$ cat config.mk
export PLATFORM = sky130hd
export DESIGN_NAME = dqmApbRegs
export DESIGN_NICKNAME = d
export VERILOG_FILES = /design/src/design/dqmPkg.sv /design/src/design/dqmApbRegs.sv
export VERILOG_INCLUDE_DIRS = /design/src /design/src/include
export SDC_FILE = /design/constraint.sdc
export NUM_CORES = 1
export LEC_CHECK = 0
export BUFFER_PORTS_ARGS = -buffer_cell sky130_fd_sc_hd__buf_2
export CAP_MARGIN = 20
export CORE_MARGIN = 2
export CORE_UTILIZATION = 48
export CTS_CLUSTER_DIAMETER = 150
export DETAILED_ROUTE_END_ITERATION = 6
export PLACE_DENSITY = 0.84
export SYNTH_ARGS = -nofsm -noshare
export SYNTH_HDL_FRONTEND = slang
export SYNTH_SLANG_ARGS = --single-unit
$ cat constraint.sdc
create_clock -name clk -period 1.99 [get_ports clk]
set_clock_uncertainty 0.1 [all_clocks]
set_input_delay 0.0995 -clock clk [delete_from_list [all_inputs] [get_ports clk]]
set_output_delay 0.0995 -clock clk [all_outputs]
set_load 0.1 [all_outputs]
$ cat src/include/dqmAddressMap.svh
`ifndef DQM_ADDRESS_MAP_SVH
`define DQM_ADDRESS_MAP_SVH

// ##############################
// APB register offsets
// ##############################

// bit 0 enables buffer, divider and framer
`define DQM_REG_CTRL    8'h00
// DQM word placed in the low 16 header bits
`define DQM_REG_DQM     8'h04
// payload bits per block minus one
`define DQM_REG_SIZE    8'h08
// clocks per output bit minus one
`define DQM_REG_RATE    8'h0C
// bit 0 sticky overrun (write 1 clears), bit 1 framer busy
`define DQM_REG_STATUS  8'h10

`endif

$ cat src/design/dqmPkg.sv
package dqmPkg;

    // ##############################
    // widths
    // ##############################

    localparam int DQM_HEADER_BITS = 48;

    typedef logic [15:0] dqmWord;
    // block length minus one
    typedef logic [13:0] blockLen;
    // clocks per output bit minus one
    typedef logic [15:0] bitPeriod;
    typedef logic [DQM_HEADER_BITS-1:0] headerWord;
    typedef logic [7:0] apbAddr;
    typedef logic [31:0] apbData;

    // ##############################
    // header fields
    // ##############################

    localparam logic [15:0] DQM_SYNC_WORD = 16'hFAF3;
    localparam logic [3:0] DQM_VERSION = 4'h4;

    // one bank holds the largest block
    localparam int BANK_DEPTH = 16384;

    // align waits for the bit strobe before the first header bit
    typedef enum logic [1:0] {
        idle,
        align,
        header,
        payload
    } framerState;

endpackage

$ cat src/design/dqmApbRegs.sv
`timescale 1ns/1ps
`include "dqmAddressMap.svh"

module dqmApbRegs (
    input  logic             clk,
    input  logic             reset,
    input  logic             psel,
    input  logic             penable,
    input  logic             pwrite,
    input  dqmPkg::apbAddr   paddr,
    input  dqmPkg::apbData   pwdata,
    output dqmPkg::apbData   prdata,
    output logic             pready,
    output logic             pslverr,
    input  logic             overrunPulse,
    input  logic             framerBusy,
    output logic             enable,
    output dqmPkg::dqmWord   dqmValue,
    output dqmPkg::blockLen  payloadSize,
    output dqmPkg::bitPeriod clksPerBit
);
    import dqmPkg::*;

    logic writeAccess;
    logic overrunClear;
    logic overrunFlag;

    // no wait states, no error responses
    assign pready = 1'b1;
    assign pslverr = 1'b0;

    assign writeAccess = psel && penable && pready && pwrite;
    assign overrunClear = writeAccess && (paddr == `DQM_REG_STATUS) && pwdata[0];

    always_ff @(posedge clk) begin
        if (reset) begin
            enable <= 1'b0;
            dqmValue <= '0;
            payloadSize <= '0;
            clksPerBit <= '0;
        end else if (writeAccess) begin
            case (paddr)
                `DQM_REG_CTRL: enable <= pwdata[0];
                `DQM_REG_DQM: dqmValue <= dqmWord'(pwdata);
                `DQM_REG_SIZE: payloadSize <= blockLen'(pwdata);
                `DQM_REG_RATE: clksPerBit <= bitPeriod'(pwdata);
                default: ;
            endcase
        end
    end

    // a new overrun wins over a clear in the same cycle
    always_ff @(posedge clk) begin
        if (reset) begin
            overrunFlag <= 1'b0;
        end else if (overrunPulse) begin
            overrunFlag <= 1'b1;
        end else if (overrunClear) begin
            overrunFlag <= 1'b0;
        end
    end

    always_comb begin
        prdata = '0;
        case (paddr)
            `DQM_REG_CTRL: prdata[0] = enable;
            `DQM_REG_DQM: prdata[15:0] = dqmValue;
            `DQM_REG_SIZE: prdata[13:0] = payloadSize;
            `DQM_REG_RATE: prdata[15:0] = clksPerBit;
            `DQM_REG_STATUS: prdata[1:0] = {framerBusy, overrunFlag};
            default: prdata = '0;
        endcase
    end

    // setup phase is always followed by its access phase
    apbSetupAccess: assert property (@(posedge clk) disable iff (reset)
        psel && !penable |=> psel && penable && $stable(paddr) && $stable(pwrite));

endmodule

* Word level (Yosys, flattened, before mapping)
Index checks and enable logic that the tools add are counted.
Storage, ports and cells: word-level logic and storage cells 25, input port bits 47, flip-flop bits (word level) 48
Operators by class: equal/unequal tests 4, multiplexer cells 6, reduce and logical (&&, ||, !) cells 10
Operator list (count):
- $pmux 12 s3 | 1
- $eq 8x4->1 const B | 2
- $eq 8x3->1 const B | 1
- $eq 8x5->1 const B | 1
- $logic_not 8->1 | 1
- $reduce_and 2->1 | 4
- $pmux 1 s5 | 1
- $logic_and 1x1->1 | 4
- $pmux 1 s4 | 1
- $pmux 2 s2 | 1
- $mux 1 | 2
- $reduce_bool 2->1 | 1

* Depth between registers and ports, before layout
word-level depth 6, depth in mapped cells 6

* Worst setup path after synthesis
Ideal clock, no wire load.
kind flip-flop to output port, start reg clksPerBit[1], end out prdata[1], data arrival time 3.617 ns, required time 1.791 ns, cell stages (with the launch flop) 4, slack -1.827 ns, cells stage by stage dfxtp_1 mux2_2 a221oi_1 a211oi_1
On the way: longest elaborated chain between the ends 1
Ends and longest elaborated chain:
- start: declaration | RTL line dqmApbRegs.sv:20 | output dqmPkg::bitPeriod clksPerBit
- start signal: assignment | RTL line dqmApbRegs.sv:46 | `DQM_REG_RATE: clksPerBit <= bitPeriod'(pwdata);
- $pmux 1 s4 | RTL line dqmApbRegs.sv:65 | case (paddr)
- end: declaration | RTL line dqmApbRegs.sv:12 | output dqmPkg::apbData prdata,
No other way between the ends.

* Worst setup path after layout
start reg clksPerBit[0], end out prdata[0]
On the way: longest elaborated chain between the ends 1
Ends and longest elaborated chain (RTL line):
- $pmux 1 s5 | dqmApbRegs.sv:65
No other way between the ends.

==> impl_metrics.py <==
metrics = {
    "outcome": {
        "status": "finished clean",
    },
    "global_route": {
        "grt_util_all_layers": 0.266,
        "grt_max_degree": 27,
        "grt_pass1_wl_um": 11200,
        "grt_pass1_vias": 2355,
        "antenna_found_initial": 0,
        "grt_overflow_total": 0,
    },
    "floorplanning": {
        "initial_core_util": 0.502,
        "core_sq_um": 4750,
        "fp.dieArea_sq_um": 5560,
        "rows": 25,
        "fp.dieH_um": 74.5,
        "num_io_pins": 128,
        "die_w_um": 74.5,
    },
    "final_layout": {
        "fin_nets": 441,
        "instances_no_fill": 462,
        "fin_area_sq_um": 3540,
        "layout-drive-gt1-share": 0.481,
        "areaGrowthSynthToFinish_pct": 48.3,
        "antenna_cells": 0,
    },
    "setup_path": {
        "path_max_fanout": 3,
        "path_class": "reg -> out",
        "worstSetupStartpointType": "register",
        "crit_required_ps": 1790,
        "worstPathArrival_ps": 1570,
        "endpoint_kind": "primary output",
    },
    "routing": {
        "drt_iter0_drc": 148,
        "vias": 2418,
        "drtAntennaViolNets": 0,
        "wl_per_cell_um": 15.4,
        "drc": 0,
        "wl_um": 7140,
        "post_drt_via_cell_ratio": 5.23,
        "first_pass_iters": 5,
    },
    "yosys": {
        "synth_area_leader_cell": "dfxtp_1",
        "synth-seq-cells": 48,
        "postSynthAreaPerCell_sq_um": 8.50,
        "ys.flop_type": "dfxtp_1",
        "synth_edf_count": 0,
        "synth.distinct_cells": 29,
        "async_flop_share": 0,
        "yosys_warnings": 0,
        "synth_top_area_frac": 0.402,
        "synthCells": 281,
        "netlist_area_sq_um": 2390,
        "ys_seq_area_frac": 0.402,
        "yosysMostFrequentCell": "nand2_1",
        "synth_common_cells": "nand2_1, dfxtp_1, nor2_1",
        "synthTopCellsByArea": "dfxtp_1, nand2_1, mux2i_1",
    },
    "place": {
        "post_dp_cell_area_sq_um": 3290,
        "place_ws_ps": 267,
        "portBuffers": 93,
        "gp_congestion": 0.801,
        "placed_cells": 437,
        "dpl.hpwl_um": 4970,
    },
    "clock_tree": {
        "cts_tree": "built",
        "holdBufCountCts": 17,
        "cts_resized": 0,
        "cts_setup_buffers": 0,
        "clock-sinks": 48,
        "root_buffer": "clkbuf_8",
        "clkLatencyLatePin_ps": 290,
        "h-tree-depth": 2,
        "clk_pin_slew_ps": 70,
        "cts_buffer_depth": 2,
        "cts_made_buffers": 5,
    },
    "timing": {
        "rsz0062_at_grt": "no",
        "fin_ws_ps": 217,
        "achievable-frequency_ghz": 0.564,
        "hold_violations": 0,
        "tightestPinTransition_ps": 593,
        "drv_slew": 0,
        "fin_crit_sh": 0.891,
        "setup_viol": 0,
        "relSlewSlack": 0.603,
        "whs_ps": 140,
        "finalCriticalPeriod_ps": 1770,
    },
    "pwr": {
        "power_leakage_uw": 0.00158,
        "p_per_area_nw_per_um2": 519,
        "finalPower_uw": 1840,
        "ir_drop_mv": 0.397,
    },
    "flow_run": {
        "maxCapViolCount": 0,
    },
    "min_path": {
        "min_path_type": "in -> reg",
    },
}
-- cell type report --
cell class                      instances  area (sq um)
Multi-Input combinational cell        212          1380
Sequential cell                        48          1000
Clock buffer                            7          76.3
Tap cell                               67          83.8
Clock inverter                          1          8.76
Inverter                                1          3.75
Fill cell                             351          1210
Timing Repair Buffer                  126           993
-- layer usage --
layer / track usage / share of wire / vias up
met5: 0 / 0 / -
li1: - / - / 1137
met2: 0.465 / 0.50 / 134
met1: 0.304 / 0.39 / 1128
met3: 0.0610 / 0.077 / 19
met4: 0.133 / 0.030 / 0
-- cell families (layout without fill, tap and decap cells) --
family,after synthesis,count (layout),share of synthesized area
flops,48,48,0.402
compound gates,47,47,0.133
mux,33,33,0.150
buf+inv,37,135,0.101
other cells,2,18,0.00314
simple gates,114,114,0.211
-- sequential cells by signal (all words and copies together), names as in the netlist --
| name | cells |
|---|---|
| clksPerBit | 16 |
| enable | 1 |
| dqmValue | 16 |
| payloadSize | 14 |
| overrunFlag | 1 |
-- worst max-delay path: stages, from the launching register on --
cell	delay, ps
dfxtp_2	330
mux4_2	450
nand2b_1	130
a21oi_4	70
buf_2	290
-- power by group --
group	internal, uW	total [uW]	switching, uW	leakage [uW]
sequential	961	961	0.825	0.000403
combinational	67.4	302	235	0.00113
clock	251	575	324	0.0000424
-- per-stage QoR --
stage                util  TNS, ps
detailed placement  0.691        0
global route        0.745        0
floorplan               -    -57.7
finish              0.745        0
global placement    0.691        0
CTS                 0.745        0
-- layout by cell type, fill, tap and decap left out, types with 2 or more instances in the layout --
master	instances
and4_1	2
nand3_1	2
clkbuf_1	2
nand4_1	4
dfxtp_2	31
a21oi_2	12
dfxtp_1	17
nor3_1	2
mux2i_1	19
dlygate4sd3_1	17
a21oi_1	19
nor2_1	20
nor2_4	14
a22oi_1	12
buf_4	15
conb_1	18
buf_2	78
nand2_1	63
mux2_2	13
clkbuf_8	5
nor2b_1	2
buf_12	16
-- worst paths after layout --
| kind | start | to | slack (ps) | depth (start not counted) |
|---|---|---|---|---|
| min | paddr[0] | enable$_SDFFE_PP0P_ | 140 | 5 |
| max | clksPerBit[0]$_SDFFE_PP0P_ | prdata[0] | 220 | 4 |
| max reg2reg | dqmValue[14]$_SDFFE_PP0P_ | dqmValue[14]$_SDFFE_PP0P_ | 1210 | 2 |
| min reg2reg | clksPerBit[3]$_SDFFE_PP0P_ | clksPerBit[3]$_SDFFE_PP0P_ | 360 | 2 |
No activity file was read; power rests on OpenSTA's default activity.
