$ cat config.mk
export PLATFORM = sky130hd
export DESIGN_NAME = dqmFramer
export DESIGN_NICKNAME = d
export VERILOG_FILES = /design/src/include/dqmAddressMap.svh /design/src/design/dqmPkg.sv /design/src/design/dqmFramer.sv
export SDC_FILE = /design/constraint.sdc
export NUM_CORES = 1
export LEC_CHECK = 0
export ABC_AREA = 1
export CORE_MARGIN = 1.5
export CORE_UTILIZATION = 30
export CTS_BUF_LIST = sky130_fd_sc_hd__clkbuf_8
export CTS_CLUSTER_DIAMETER = 120
export DETAILED_ROUTE_END_ITERATION = 12
export DONT_BUFFER_PORTS = 1
export SLEW_MARGIN = 20
export SYNTH_ARGS = -nofsm -noshare
export SYNTH_HDL_FRONTEND = slang
export SYNTH_SLANG_ARGS = --single-unit
$ cat constraint.sdc
create_clock -name clk -period 2.15 [get_ports clk]
set_clock_uncertainty 0.2 [all_clocks]
set_input_delay 0.215 -clock clk [delete_from_list [all_inputs] [get_ports clk]]
set_output_delay 0.215 -clock clk [all_outputs]
set_load 0.05 [all_outputs]
$ cat src/include/dqmAddressMap.svh
`ifndef DQM_ADDRESS_MAP_SVH
`define DQM_ADDRESS_MAP_SVH

// ##############################
// APB register offsets
// ##############################

// bit 0 enables buffer, divider and framer
`define DQM_REG_CTRL    8'h00
// DQM word placed in the low 16 header bits
`define DQM_REG_DQM     8'h04
// payload bits per block minus one
`define DQM_REG_SIZE    8'h08
// clocks per output bit minus one
`define DQM_REG_RATE    8'h0C
// bit 0 sticky overrun (write 1 clears), bit 1 framer busy
`define DQM_REG_STATUS  8'h10

`endif

$ cat src/design/dqmPkg.sv
package dqmPkg;

    // ##############################
    // widths
    // ##############################

    localparam int DQM_HEADER_BITS = 48;

    typedef logic [15:0] dqmWord;
    // block length minus one
    typedef logic [13:0] blockLen;
    // clocks per output bit minus one
    typedef logic [15:0] bitPeriod;
    typedef logic [DQM_HEADER_BITS-1:0] headerWord;
    typedef logic [7:0] apbAddr;
    typedef logic [31:0] apbData;

    // ##############################
    // header fields
    // ##############################

    localparam logic [15:0] DQM_SYNC_WORD = 16'hFAF3;
    localparam logic [3:0] DQM_VERSION = 4'h4;

    // one bank holds the largest block
    localparam int BANK_DEPTH = 16384;

    // align waits for the bit strobe before the first header bit
    typedef enum logic [1:0] {
        idle,
        align,
        header,
        payload
    } framerState;

endpackage

$ cat src/design/dqmFramer.sv
`timescale 1ns/1ps

module dqmFramer (
    input  logic             clk,
    input  logic             reset,
    input  logic             enable,
    input  dqmPkg::dqmWord   dqmValue,
    input  dqmPkg::blockLen  payloadSize,
    input  dqmPkg::bitPeriod clksPerBit,
    input  logic             blockReady,
    input  logic             readyBank,
    output logic             framerBusy,
    output logic             readEn,
    output logic             readBank,
    input  logic             payloadBitIn,
    output logic             dqmStartOfFrame,
    output logic             dqmBitEn,
    output logic             dqmBit
);
    import dqmPkg::*;

    framerState state;
    framerState nextState;
    bitPeriod   divCount;
    logic       strobe;
    logic       preStrobe;
    logic       accept;
    blockLen    bitCount;
    blockLen    frameSize;
    headerWord  headerSr;

    // ##############################
    // bit rate divider
    // ##############################

    always_ff @(posedge clk) begin
        if (reset || !enable) begin
            divCount <= '0;
        end else if (divCount == '0) begin
            divCount <= clksPerBit;
        end else begin
            divCount <= divCount - 1'b1;
        end
    end

    assign strobe = enable && (divCount == '0);
    // strobe follows in the next cycle
    assign preStrobe = enable && ((divCount == bitPeriod'(1)) || (clksPerBit == '0));

    // ##############################
    // frame sequencing
    // ##############################

    assign framerBusy = (state != idle);
    assign accept = blockReady && !framerBusy;

    always_comb begin
        nextState = state;
        case (state)
            idle: begin
                if (accept) begin
                    nextState = preStrobe ? header : align;
                end
            end
            align: begin
                if (preStrobe) begin
                    nextState = header;
                end
            end
            header: begin
                if (strobe && (bitCount == blockLen'(DQM_HEADER_BITS - 1))) begin
                    nextState = payload;
                end
            end
            payload: begin
                if (strobe && (bitCount == frameSize)) begin
                    nextState = idle;
                end
            end
            default: nextState = idle;
        endcase
        if (!enable) begin
            nextState = idle;
        end
    end

    always_ff @(posedge clk) begin
        if (reset) begin
            state <= idle;
            bitCount <= '0;
            frameSize <= '0;
            readBank <= 1'b0;
            headerSr <= '0;
        end else begin
            state <= nextState;
            if (nextState != state) begin
                bitCount <= '0;
            end else if (dqmBitEn) begin
                bitCount <= bitCount + 1'b1;
            end
            if (accept) begin
                frameSize <= payloadSize;
                readBank <= readyBank;
                headerSr <= {DQM_SYNC_WORD, 12'h000, DQM_VERSION, dqmValue};
            end else if (strobe && (state == header)) begin
                headerSr <= {headerSr[DQM_HEADER_BITS-2:0], 1'b0};
            end
        end
    end

    // fetch each payload bit the cycle before its strobe
    assign readEn = preStrobe && (nextState == payload);

    assign dqmBitEn = strobe && ((state == header) || (state == payload));
    assign dqmBit = (state == payload) ? payloadBitIn : headerSr[DQM_HEADER_BITS-1];
    assign dqmStartOfFrame = dqmBitEn && (state == header) && (bitCount == '0);

    // the fetched bit goes out at the very next strobe
    readBeforeStrobe: assert property (@(posedge clk) disable iff (reset || !enable)
        readEn |=> dqmBitEn && (state == payload));

    // busy drops only right after the last payload bit went out
    busyEndsOnBit: assert property (@(posedge clk) disable iff (reset || !enable)
        $fell(framerBusy) |-> $past(dqmBitEn));

endmodule

# Word-level counts from Yosys, hierarchy flattened
# Cells that the tools add are included.
[op_classes] reduce_logical=23 n_addsub=2 mux=11 eq_ne=8
[op_table] op="$mux W48" count=2
[op_table] op="$logic_not A16 Y1" count=2
[op_table] op="$eq A16 B1 Y1 const B" count=1
[op_table] op="$mux W16" count=1
[op_table] op="$sub A16 B1 Y16 const B" count=1
[op_table] op="$add A14 B1 Y14 const B" count=1
[op_table] op="$eq A14 B14 Y1" count=1
[op_table] op="$eq A14 B6 Y1 const B" count=1
[op_table] op="$logic_not A14 Y1" count=1
[op_table] op="$mux W2" count=6
[op_table] op="$logic_and A1 B1 Y1" count=10
[op_table] op="$pmux W2 S4" count=1
[op_table] op="$eq A2 B2 Y1 const B" count=3
[op_table] op="$reduce_bool A2 Y1" count=2
[op_table] op="$reduce_or A2 Y1" count=2
[op_table] op="$logic_or A1 B1 Y1" count=3
[op_table] op="$eq A2 B1 Y1 const B" count=1
[op_table] op="$logic_not A1 Y1" count=2
[op_table] op="$logic_not A2 Y1" count=1
[op_table] op="$ne A2 B2 Y1" count=1
[op_table] op="$mux W1" count=1
[word_totals] in_bits=52 word_cells=51 out_inout_bits=6 regBits=95

# Depth between registers and ports, before layout
# Gate-level depths: netlist of run 1.
[logic_depth] ltp_word=9 mapped_depth=15 mapped_depth_nobuf=14

# Worst setup path after synthesis of run 1
# OpenSTA, ideal clock, no wires.
[synth_timing] kind="reg2out" from="reg divCount[0]" to="out dqmStartOfFrame" setup_slack_ps=-584 arrival_time_ps=2319 required_ps=1735 path_stages_with_launch=12 path_cell_list="dfxtp_1 -> inv_1 -> ha_1 -> nand2_1 -> nor2_1 -> nand2_1 -> inv_2 -> nand3_2 -> nor2_4 -> inv_1 -> buf_2 -> nor4_2"
[synth_via] elab_chain_len=5
[synth_rtl] element="start, declared" line="dqmFramer.sv:24" source="bitPeriod divCount;"
[synth_rtl] element="start signal, assigned" line="dqmFramer.sv:40" source="divCount <= clksPerBit;"
[synth_rtl] element="start signal, assigned" line="dqmFramer.sv:42" source="divCount <= divCount - 1'b1;"
[synth_rtl] element="$logic_not A16 Y1" line="dqmFramer.sv:46" source="assign strobe = enable && (divCount == '0);"
[synth_rtl] element="$logic_and A1 B1 Y1" line="dqmFramer.sv:46"
[synth_rtl] element="$logic_and A1 B1 Y1" line="dqmFramer.sv:114" source="assign dqmBitEn = strobe && ((state == header) || (state == payload));"
[synth_rtl] element="$logic_and A1 B1 Y1 (2 in a row)" line="dqmFramer.sv:116" source="assign dqmStartOfFrame = dqmBitEn && (state == header) && (bitCount == '0);"
[synth_rtl] element="end, declared" line="dqmFramer.sv:16" source="output logic dqmStartOfFrame,"
# No other way between the ends.

# Worst setup path in the final report of run 1
[layout_timing] from="reg divCount[6]" to="out dqmStartOfFrame"
# Same word-level chain as after synthesis.

==> metrics.md, run 1 <==
| Metric | Value |
|---|---|
| Nets | `~760` |
| First-pass GRT wire length | `between 15000 and 20000 um` |
| Area Growth Syn to Fin | `30.2%` |
| Vias per cell | `roughly 4.7` |
| Data arrival, critical path | `roughly 2000 ps` |
| CP required | `1740 ps` |
| Synth top area share | `between 40% and 50%` |
| Vias in the first global route | `roughly 4100` |
| Rows | `between 40 and 50` |
| Failing checks | `design-rule violations, negative setup slack` |
| Initial DRC Count | `169` |
| Pwr per Cell Area | `between 800 and 900 nW/um^2` |
| Leading area contributor after synthesis | `dfxtp_1` |
| Yosys Warn Count | `0` |
| Setup violations, final | `16` |
| Critical path fanouts, max | `6` |
| Achievable frequency | `slightly above 0.4 GHz` |
| Mapped Nets | `approximately 700` |
| Core Area | `14600 sq um` |
| FFs w/ async S/R, synth | `0%` |
| TritonCTS buffer count | `9` |
| Residual DRC | `3` |
| Syn Area/Cell | `between 7 and 8 sq um` |
| Final std cells w/o fill | `between 800 and 900` |
| Worst slew pin tran | `503 ps` |
| Leak pwr | `about 2.3 nW` |
| Starting Density | `between 30 and 40%` |
| I/O pins | `58` |
| Dpl cells | `~800` |
| Largest net degree at the start of global routing | `37` |
| Number of nets with antenna violations after routing | `0` |
| Crit path capture type | `output port` |
| Max Buffers Root-to-Sink | `2` |
| Share of cells above drive strength 1 | `between 15 and 20%` |
| Met2 Usage GRT | `24.3%` |
| Mapped cell area | `4530 sq um` |
| Unrepaired setup endpoints after global routing | `true` |
| Via count | `4181` |
| Min setup slack post-route | `-264 ps` |
| Utilization after layout | `about two fifths` |
| EDFF count, synth | `0` |
| WL/cell | `between 10 and 15 um` |
| Total Power | `between 4 and 5 mW` |
| Hold Violations, Final | `0` |
| Gr busiest metal | `met2` |
| Reg clk slew, reported paths | `about 90 ps` |
| Worst skew pair latency | `380 ps` |
| DP HPWL | `approximately 7300 um` |
| Fill cell count | `1524` |
| Cell area after layout | `just under 6000 sq um` |
| Flop2flop setup slack | `-40 ps` |
| Max-slew violation count | `0` |
| CTS H-tree depth | `3` |
| GRT Util Overall | `approximately 15%` |
| Worst Hold Class | `in2reg` |
| Synth cell count leaders | `nand2_1, dfxtp_1, a21oi_1, nor2_1, inv_1` |
| Count leader, synth | `nand2_1` |
| Crit path launch type | `flop` |
| Max VDD drop | `between 500 and 600 uV` |
| Die area | `between 15000 and 20000 sq um` |
| Status | `finished, violations left` |
| Clock Sinks | `95` |
| Post-route minimum period | `between 2000 and 2500 ps` |
| Port buffer count | `0` |
| Pre-antenna DRT Iters | `8` |
| DIE WIDTH | `126 um` |
| Initial antenna violation count | `0` |
| Met3 Use GR | `4.46%` |
| Die height | `126 um` |
| Synth Flop Type | `dfxtp_1` |
| Sequential area share after synthesis | `around 42%` |
| Area after DPL | `between 4000 and 5000 sq um` |
| Met1 usage in global routing | `approximately a fifth` |
| Final WL | `about 11000 um` |
| Max-slew headroom | `66.4%` |
| Distinct cells, synth | `34` |
| Setup CP Type | `reg2out` |
| Final period utilization | `112%` |
| CTS root buf | `clkbuf_8` |
| Max cap viols | `0` |
| Total grt overflow | `0` |
| Top post-synthesis cells by area | `dfxtp_1, nand2_1, a21oi_1` |
| Routability congestion estimate | `around 0.8` |
| Syn Inst Count | `about 630` |
| Yosys reg bits | `between 90 and 100` |
| Diodes inserted | `0` |
| CTS tree | `built` |
-- per-stage QoR --
step | hold WS (ps) | setup TNS (ps) | setup WS, ps
final | 71.1 | -946 | -264
after global routing | 49.2 | -3770 | -411
after CTS | 13.6 | -827 | -308
after detailed placement | 88.3 | 0 | 42.4
after global placement | 86.8 | 0 | 69.1
after floorplan | 158 | -227 | -227
-- power breakdown --
group	switching (mW)	internal [mW]	total [mW]	leakage, nW
clock	0.671	0.434	1.11	0.0996
combinational	1.02	0.696	1.71	1.38
sequential	0.143	1.94	2.08	0.783
-- sequential cells by signal, summed over array words and instances (netlist names) --
signal / count
readBank: 1
bitCount: 14
state: 2
divCount: 16
headerSr: 48
frameSize: 14
-- routing by layer --
layer | wire length (um) | part of all wire, % | up-vias
li1 | - | - | 2196
met2 | 5310 | 47 | 79
met3 | 556 | 4.9 | 6
met1 | 5450 | 48 | 1900
met5 | 0 | 0 | -
met4 | 89 | 0.78 | 0
-- area by class of cell --
class | count | area (sq um) | area share, %
clock buffer | 9 | 124 | 2.10
clock inverter | 7 | 58.8 | 0.998
inverter | 55 | 209 | 3.54
multi-input combinational | 452 | 2440 | 41.5
sequential | 95 | 1920 | 32.5
tap | 184 | 230 | 3.91
timing repair buffer | 91 | 913 | 15.5
-- critical path, stage by stage (launching register included) --
cell and delay, ps:
dfxtp_1 340, nor2_2 150, nand2_4 100, nor2_4 130, nand2_2 70, inv_2 80
nand3_4 90, nor2_4 110, inv_2 60, nor4_4 320, buf_12 180
-- kinds of logic after synthesis --
kind of cell	synth area share [%]
AO/OA/AOI/OAI	16.2
buffers and inverters	7.76
adder cells (fa/ha/maj)	1.38
flip-flops	42.0
AND/OR/NAND/NOR	28.6
XOR/XNOR	4.06
-- repair_timing --
item                                    CTS  global route
hold buffers                             51             0
pin swaps                                10             9
hold endpoints to repair                 62             0
resized for setup                        12            31
endpoints found under the setup margin    3            49
cloned                                    0             1
setup buffers                             5             3
-- cells in the final DEF, fill, tap and decap left out, drive strengths merged --
master       netlist  layout
o31a               1       1
a31oi             12      12
xor2              18      18
dfxtp             95      95
nand4              5       5
clkinv             1       4
o21ai             36      36
o21bai             2       2
xnor2              3       3
buf               15      40
a21boi             1       1
nand2            170     170
inv               54      58
clkbuf            14      10
nor4               4       4
ha                 5       5
a21oi             71      71
nor2              72      72
a22oi              8       8
o221ai             3       3
dlygate4sd3        0      50
or2                2       2
nand3             20      20
nor3              19      19
-- path summary, 6_finish.rpt --
| kind | from | endpoint | cells after the start |
|---|---|---|---|
| setup / recovery | divCount[6] | dqmStartOfFrame | 10 |
| hold / removal | enable | bitCount[13] | 5 |
| setup reg to reg | divCount[6] | bitCount[1] | 14 |
| hold reg to reg | headerSr[29] | headerSr[30] | 2 |
(Power assumes the default switching activity.)
==> inputs of run 2 (changes only) <==
--- a/config.mk
+++ b/config.mk
@@ -8,10 +8,11 @@
 export ABC_AREA = 1
 export CORE_MARGIN = 1.5
 export CORE_UTILIZATION = 30
-export CTS_BUF_LIST = sky130_fd_sc_hd__clkbuf_8
+export CTS_BUF_LIST = sky130_fd_sc_hd__clkbuf_8 sky130_fd_sc_hd__clkbuf_16
 export CTS_CLUSTER_DIAMETER = 120
 export DETAILED_ROUTE_END_ITERATION = 12
 export DONT_BUFFER_PORTS = 1
+export MAX_ROUTING_LAYER = met4
 export SLEW_MARGIN = 20
 export SYNTH_ARGS = -nofsm -noshare
 export SYNTH_HDL_FRONTEND = slang
==> run 2 against run 1 <==
  * The flow still finishes with violations (design-rule violations, negative setup slack)
  * Clock power rose by 36%
  * Total power rose by 7.4%
  * Die area unchanged
  * Global-route usage rose by 0.53 points
  * Flip-flop and latch count unchanged
  * Worst hold slack got worse by 69 ps
  * Critical path type unchanged
  * Critical endpoint unchanged
==> metrics.md, run 2 (synthesis gave the netlist of run 1 again) <==
| Metric | Value |
|---|---|
| Nets | `756 (-0.66%)` |
| Final std cells w/o fill | `888 (-0.56%)` |
| Setup violations, final | `3 (-13)` |
| Initial antenna violation count | `0 (unchanged)` |
| Fill cell count | `1517 (-0.46%)` |
| CTS H-tree depth | `3 (unchanged)` |
| First-pass GRT wire length | `19200 um (+0.43%)` |
| Residual DRC | `3 (unchanged)` |
| GRT Util Overall | `15.5% (+0.53 points)` |
| Number of nets with antenna violations after routing | `0 (unchanged)` |
| CTS tree | `built` |
| Max cap viols | `0 (unchanged)` |
| Reg clk slew, reported paths | `60 ps (-30 ps)` |
| Worst Hold Class | `in2reg` |
| Most flops, register | `headerSr` |
| Max FFs per register | `48 (unchanged)` |
| Vias per cell | `4.68 (-0.11%)` |
| Pre-antenna DRT Iters | `8 (unchanged)` |
| Vias in the first global route | `4107 (+1.0%)` |
| CTS root buf | `clkbuf_16` |
| Crit path launch type | `flop` |
| Total grt overflow | `0 (unchanged)` |
| Final period utilization | `110% (-2.1 points)` |
| Diodes inserted | `0 (unchanged)` |
| I/O pins | `58 (unchanged)` |
| Critical path fanouts, max | `6 (unchanged)` |
| Final WL | `11200 um (-1.5%)` |
| Hold Violations, Final | `0 (unchanged)` |
| Area Growth Syn to Fin | `30.6%` |
| Core Area | `14600 sq um (unchanged)` |
| Post-route minimum period | `2370 ps (-44.4 ps)` |
| Utilization after layout | `40.4% (+0.12 points)` |
| RR Endpoint | `divCount[14]` |
| Max VDD drop | `463 uV (-21%)` |
| Worst slew pin tran | `503 ps (+0.167 ps)` |
| Leak pwr | `2.28 nW (+0.67%)` |
| WL/cell | `12.7 um (-0.97%)` |
| Reg2Reg Depth | `10 (-4)` |
| Achievable frequency | `0.422 GHz (+1.9%)` |
| DIE WIDTH | `126 um (unchanged)` |
| Die height | `126 um (unchanged)` |
| Starting Density | `30.9% (unchanged)` |
| Dpl cells | `817 (unchanged)` |
| Rows | `44 (unchanged)` |
| TritonCTS buffer count | `9 (unchanged)` |
| Status | `finished, violations left` |
| Commonest non-fill, non-tap cells in the layout | `nand2_1, dfxtp_1, a21oi_1, nor2_1, inv_1` |
| Via count | `4153 (-0.67%)` |
| Crit path top cell by count | `nor2_4` |
| DP HPWL | `7260 um (unchanged)` |
| Crit-path max cell delay | `340 ps (about the same)` |
| Pre-CTS setup slack | `42.4 ps (unchanged)` |
| Hold Slack | `2.13 ps (-69.0 ps)` |
| Sum Neg Setup Slack | `-386 ps (+560 ps)` |
| Unrepaired setup endpoints after global routing | `true` |
| Most common cell after layout, fill and taps aside | `nand2_1` |
| CP max-delay cell | `dfxtp_2` |
| CP Cell Sequence | `nor2_4, nand2_4, nor2_4, nand2_2, inv_2, nand3_4, nor2_4, inv_2, nor4_4, buf_12` |
| Flop2flop setup slack | `0 ps (+40 ps)` |
| Failing checks | `design-rule violations, negative setup slack` |
| Worst skew pair latency | `350 ps (-30 ps)` |
| Max-slew violation count | `0 (unchanged)` |
| Hold_sp | `enable` |
| Critical Path Start | `divCount[4]` |
| Routability congestion estimate | `0.832 (+1.5%)` |
| Die area | `15800 sq um (unchanged)` |
| Worst hold endpoint | `state[0]` |
| CP required | `1740 ps (about the same)` |
| Max Buffers Root-to-Sink | `2 (unchanged)` |
| Share of cells above drive strength 1 | `17.5% (+0.12 points)` |
| Initial DRC Count | `202 (+20%)` |
| Crit path capture type | `output port` |
| Biggest regs | `headerSr x48, divCount x16` |
| Data arrival, critical path | `1950 ps (-50 ps)` |
| Min setup slack post-route | `-220 ps (+44.4 ps)` |
| Pwr per Cell Area | `890 nW/um^2 (+7.1%)` |
| Port buffer count | `0 (unchanged)` |
| Largest net degree at the start of global routing | `37 (unchanged)` |
| Clock Sinks | `95 (unchanged)` |
| Hold depth | `4 (-1)` |
| Max-slew headroom | `66.4% (about the same)` |
| Setup CP Type | `reg2out` |
| RR Startpoint | `divCount[0]` |
==> run 2: changes by cell type in the layout (fill, tap and decap cells not counted), sizes merged <==
cell / change
clkbuf: -1
dlygate4sd3: -2
buf: -2
==> run 2: how the worst max path moves through the flow <==
stage | to | slack, ps | cells past startpoint
2_1_floorplan | dqmStartOfFrame | -230 | 11
6_report | dqmStartOfFrame | -220 | 10
3_3_place_gp | readEn | 70 | 10
4_1_cts | dqmStartOfFrame | -260 | 10
5_1_grt | dqmStartOfFrame | -340 | 10
3_5_place_dp | dqmStartOfFrame | 40 | 10
==> run 2: per-layer routing <==
| layer | vias to the layer above | routed length (um) | track usage (%) |
|---|---|---|---|
| li1 | 2189 | - | - |
| met2 | 71 | 5120 | 24.1 |
| met5 | - | 0 | - |
| met4 | 0 | 79 | 5.21 |
| met1 | 1889 | 5600 | 19.5 |
| met3 | 4 | 438 | 3.87 |
==> run 2: final cells by class <==
class                      count  area, sq um  area share [%]
clock buffer                   9          225            3.81
timing repair buffer          86          848            14.3
sequential                    95         1920            32.4
clock inverter                 7         58.8           0.995
inverter                      55          209            3.53
multi-input combinational    452         2420            41.0
tap                          184          230            3.89
==> run 2: through the flow <==
step / cell area, sq um / power [mW]
after CTS: 5840 / 5.28
after floorplan: 4580 / 3.17
after global placement: 4950 / 3.52
final: 5910 / 5.26
after detailed placement: 4950 / 3.52
after global routing: 5910 / 5.64
==> run 2: critical path, delay by kind of cell (launching register included) <==
| family | cells | cell delay, ps |
|---|---|---|
| flip-flops | 1 | 340 |
| AND/OR/NAND/NOR | 7 | 940 |
| buffers and inverters | 3 | 320 |
==> run 2: where the power goes <==
group	internal [mW]	switching, mW	leakage, nW
Clock	0.798	0.709	0.146
Combinational	0.669	1.00	1.35
Sequential	1.94	0.141	0.784
==> run 2: what timing repair did <==
item,in CTS,in global routing
gates resized for setup,19,22
endpoints found under the hold margin,61,0
pin swaps,13,9
hold buffers,49,0
setup endpoints to repair,3,33
buffers inserted,5,1
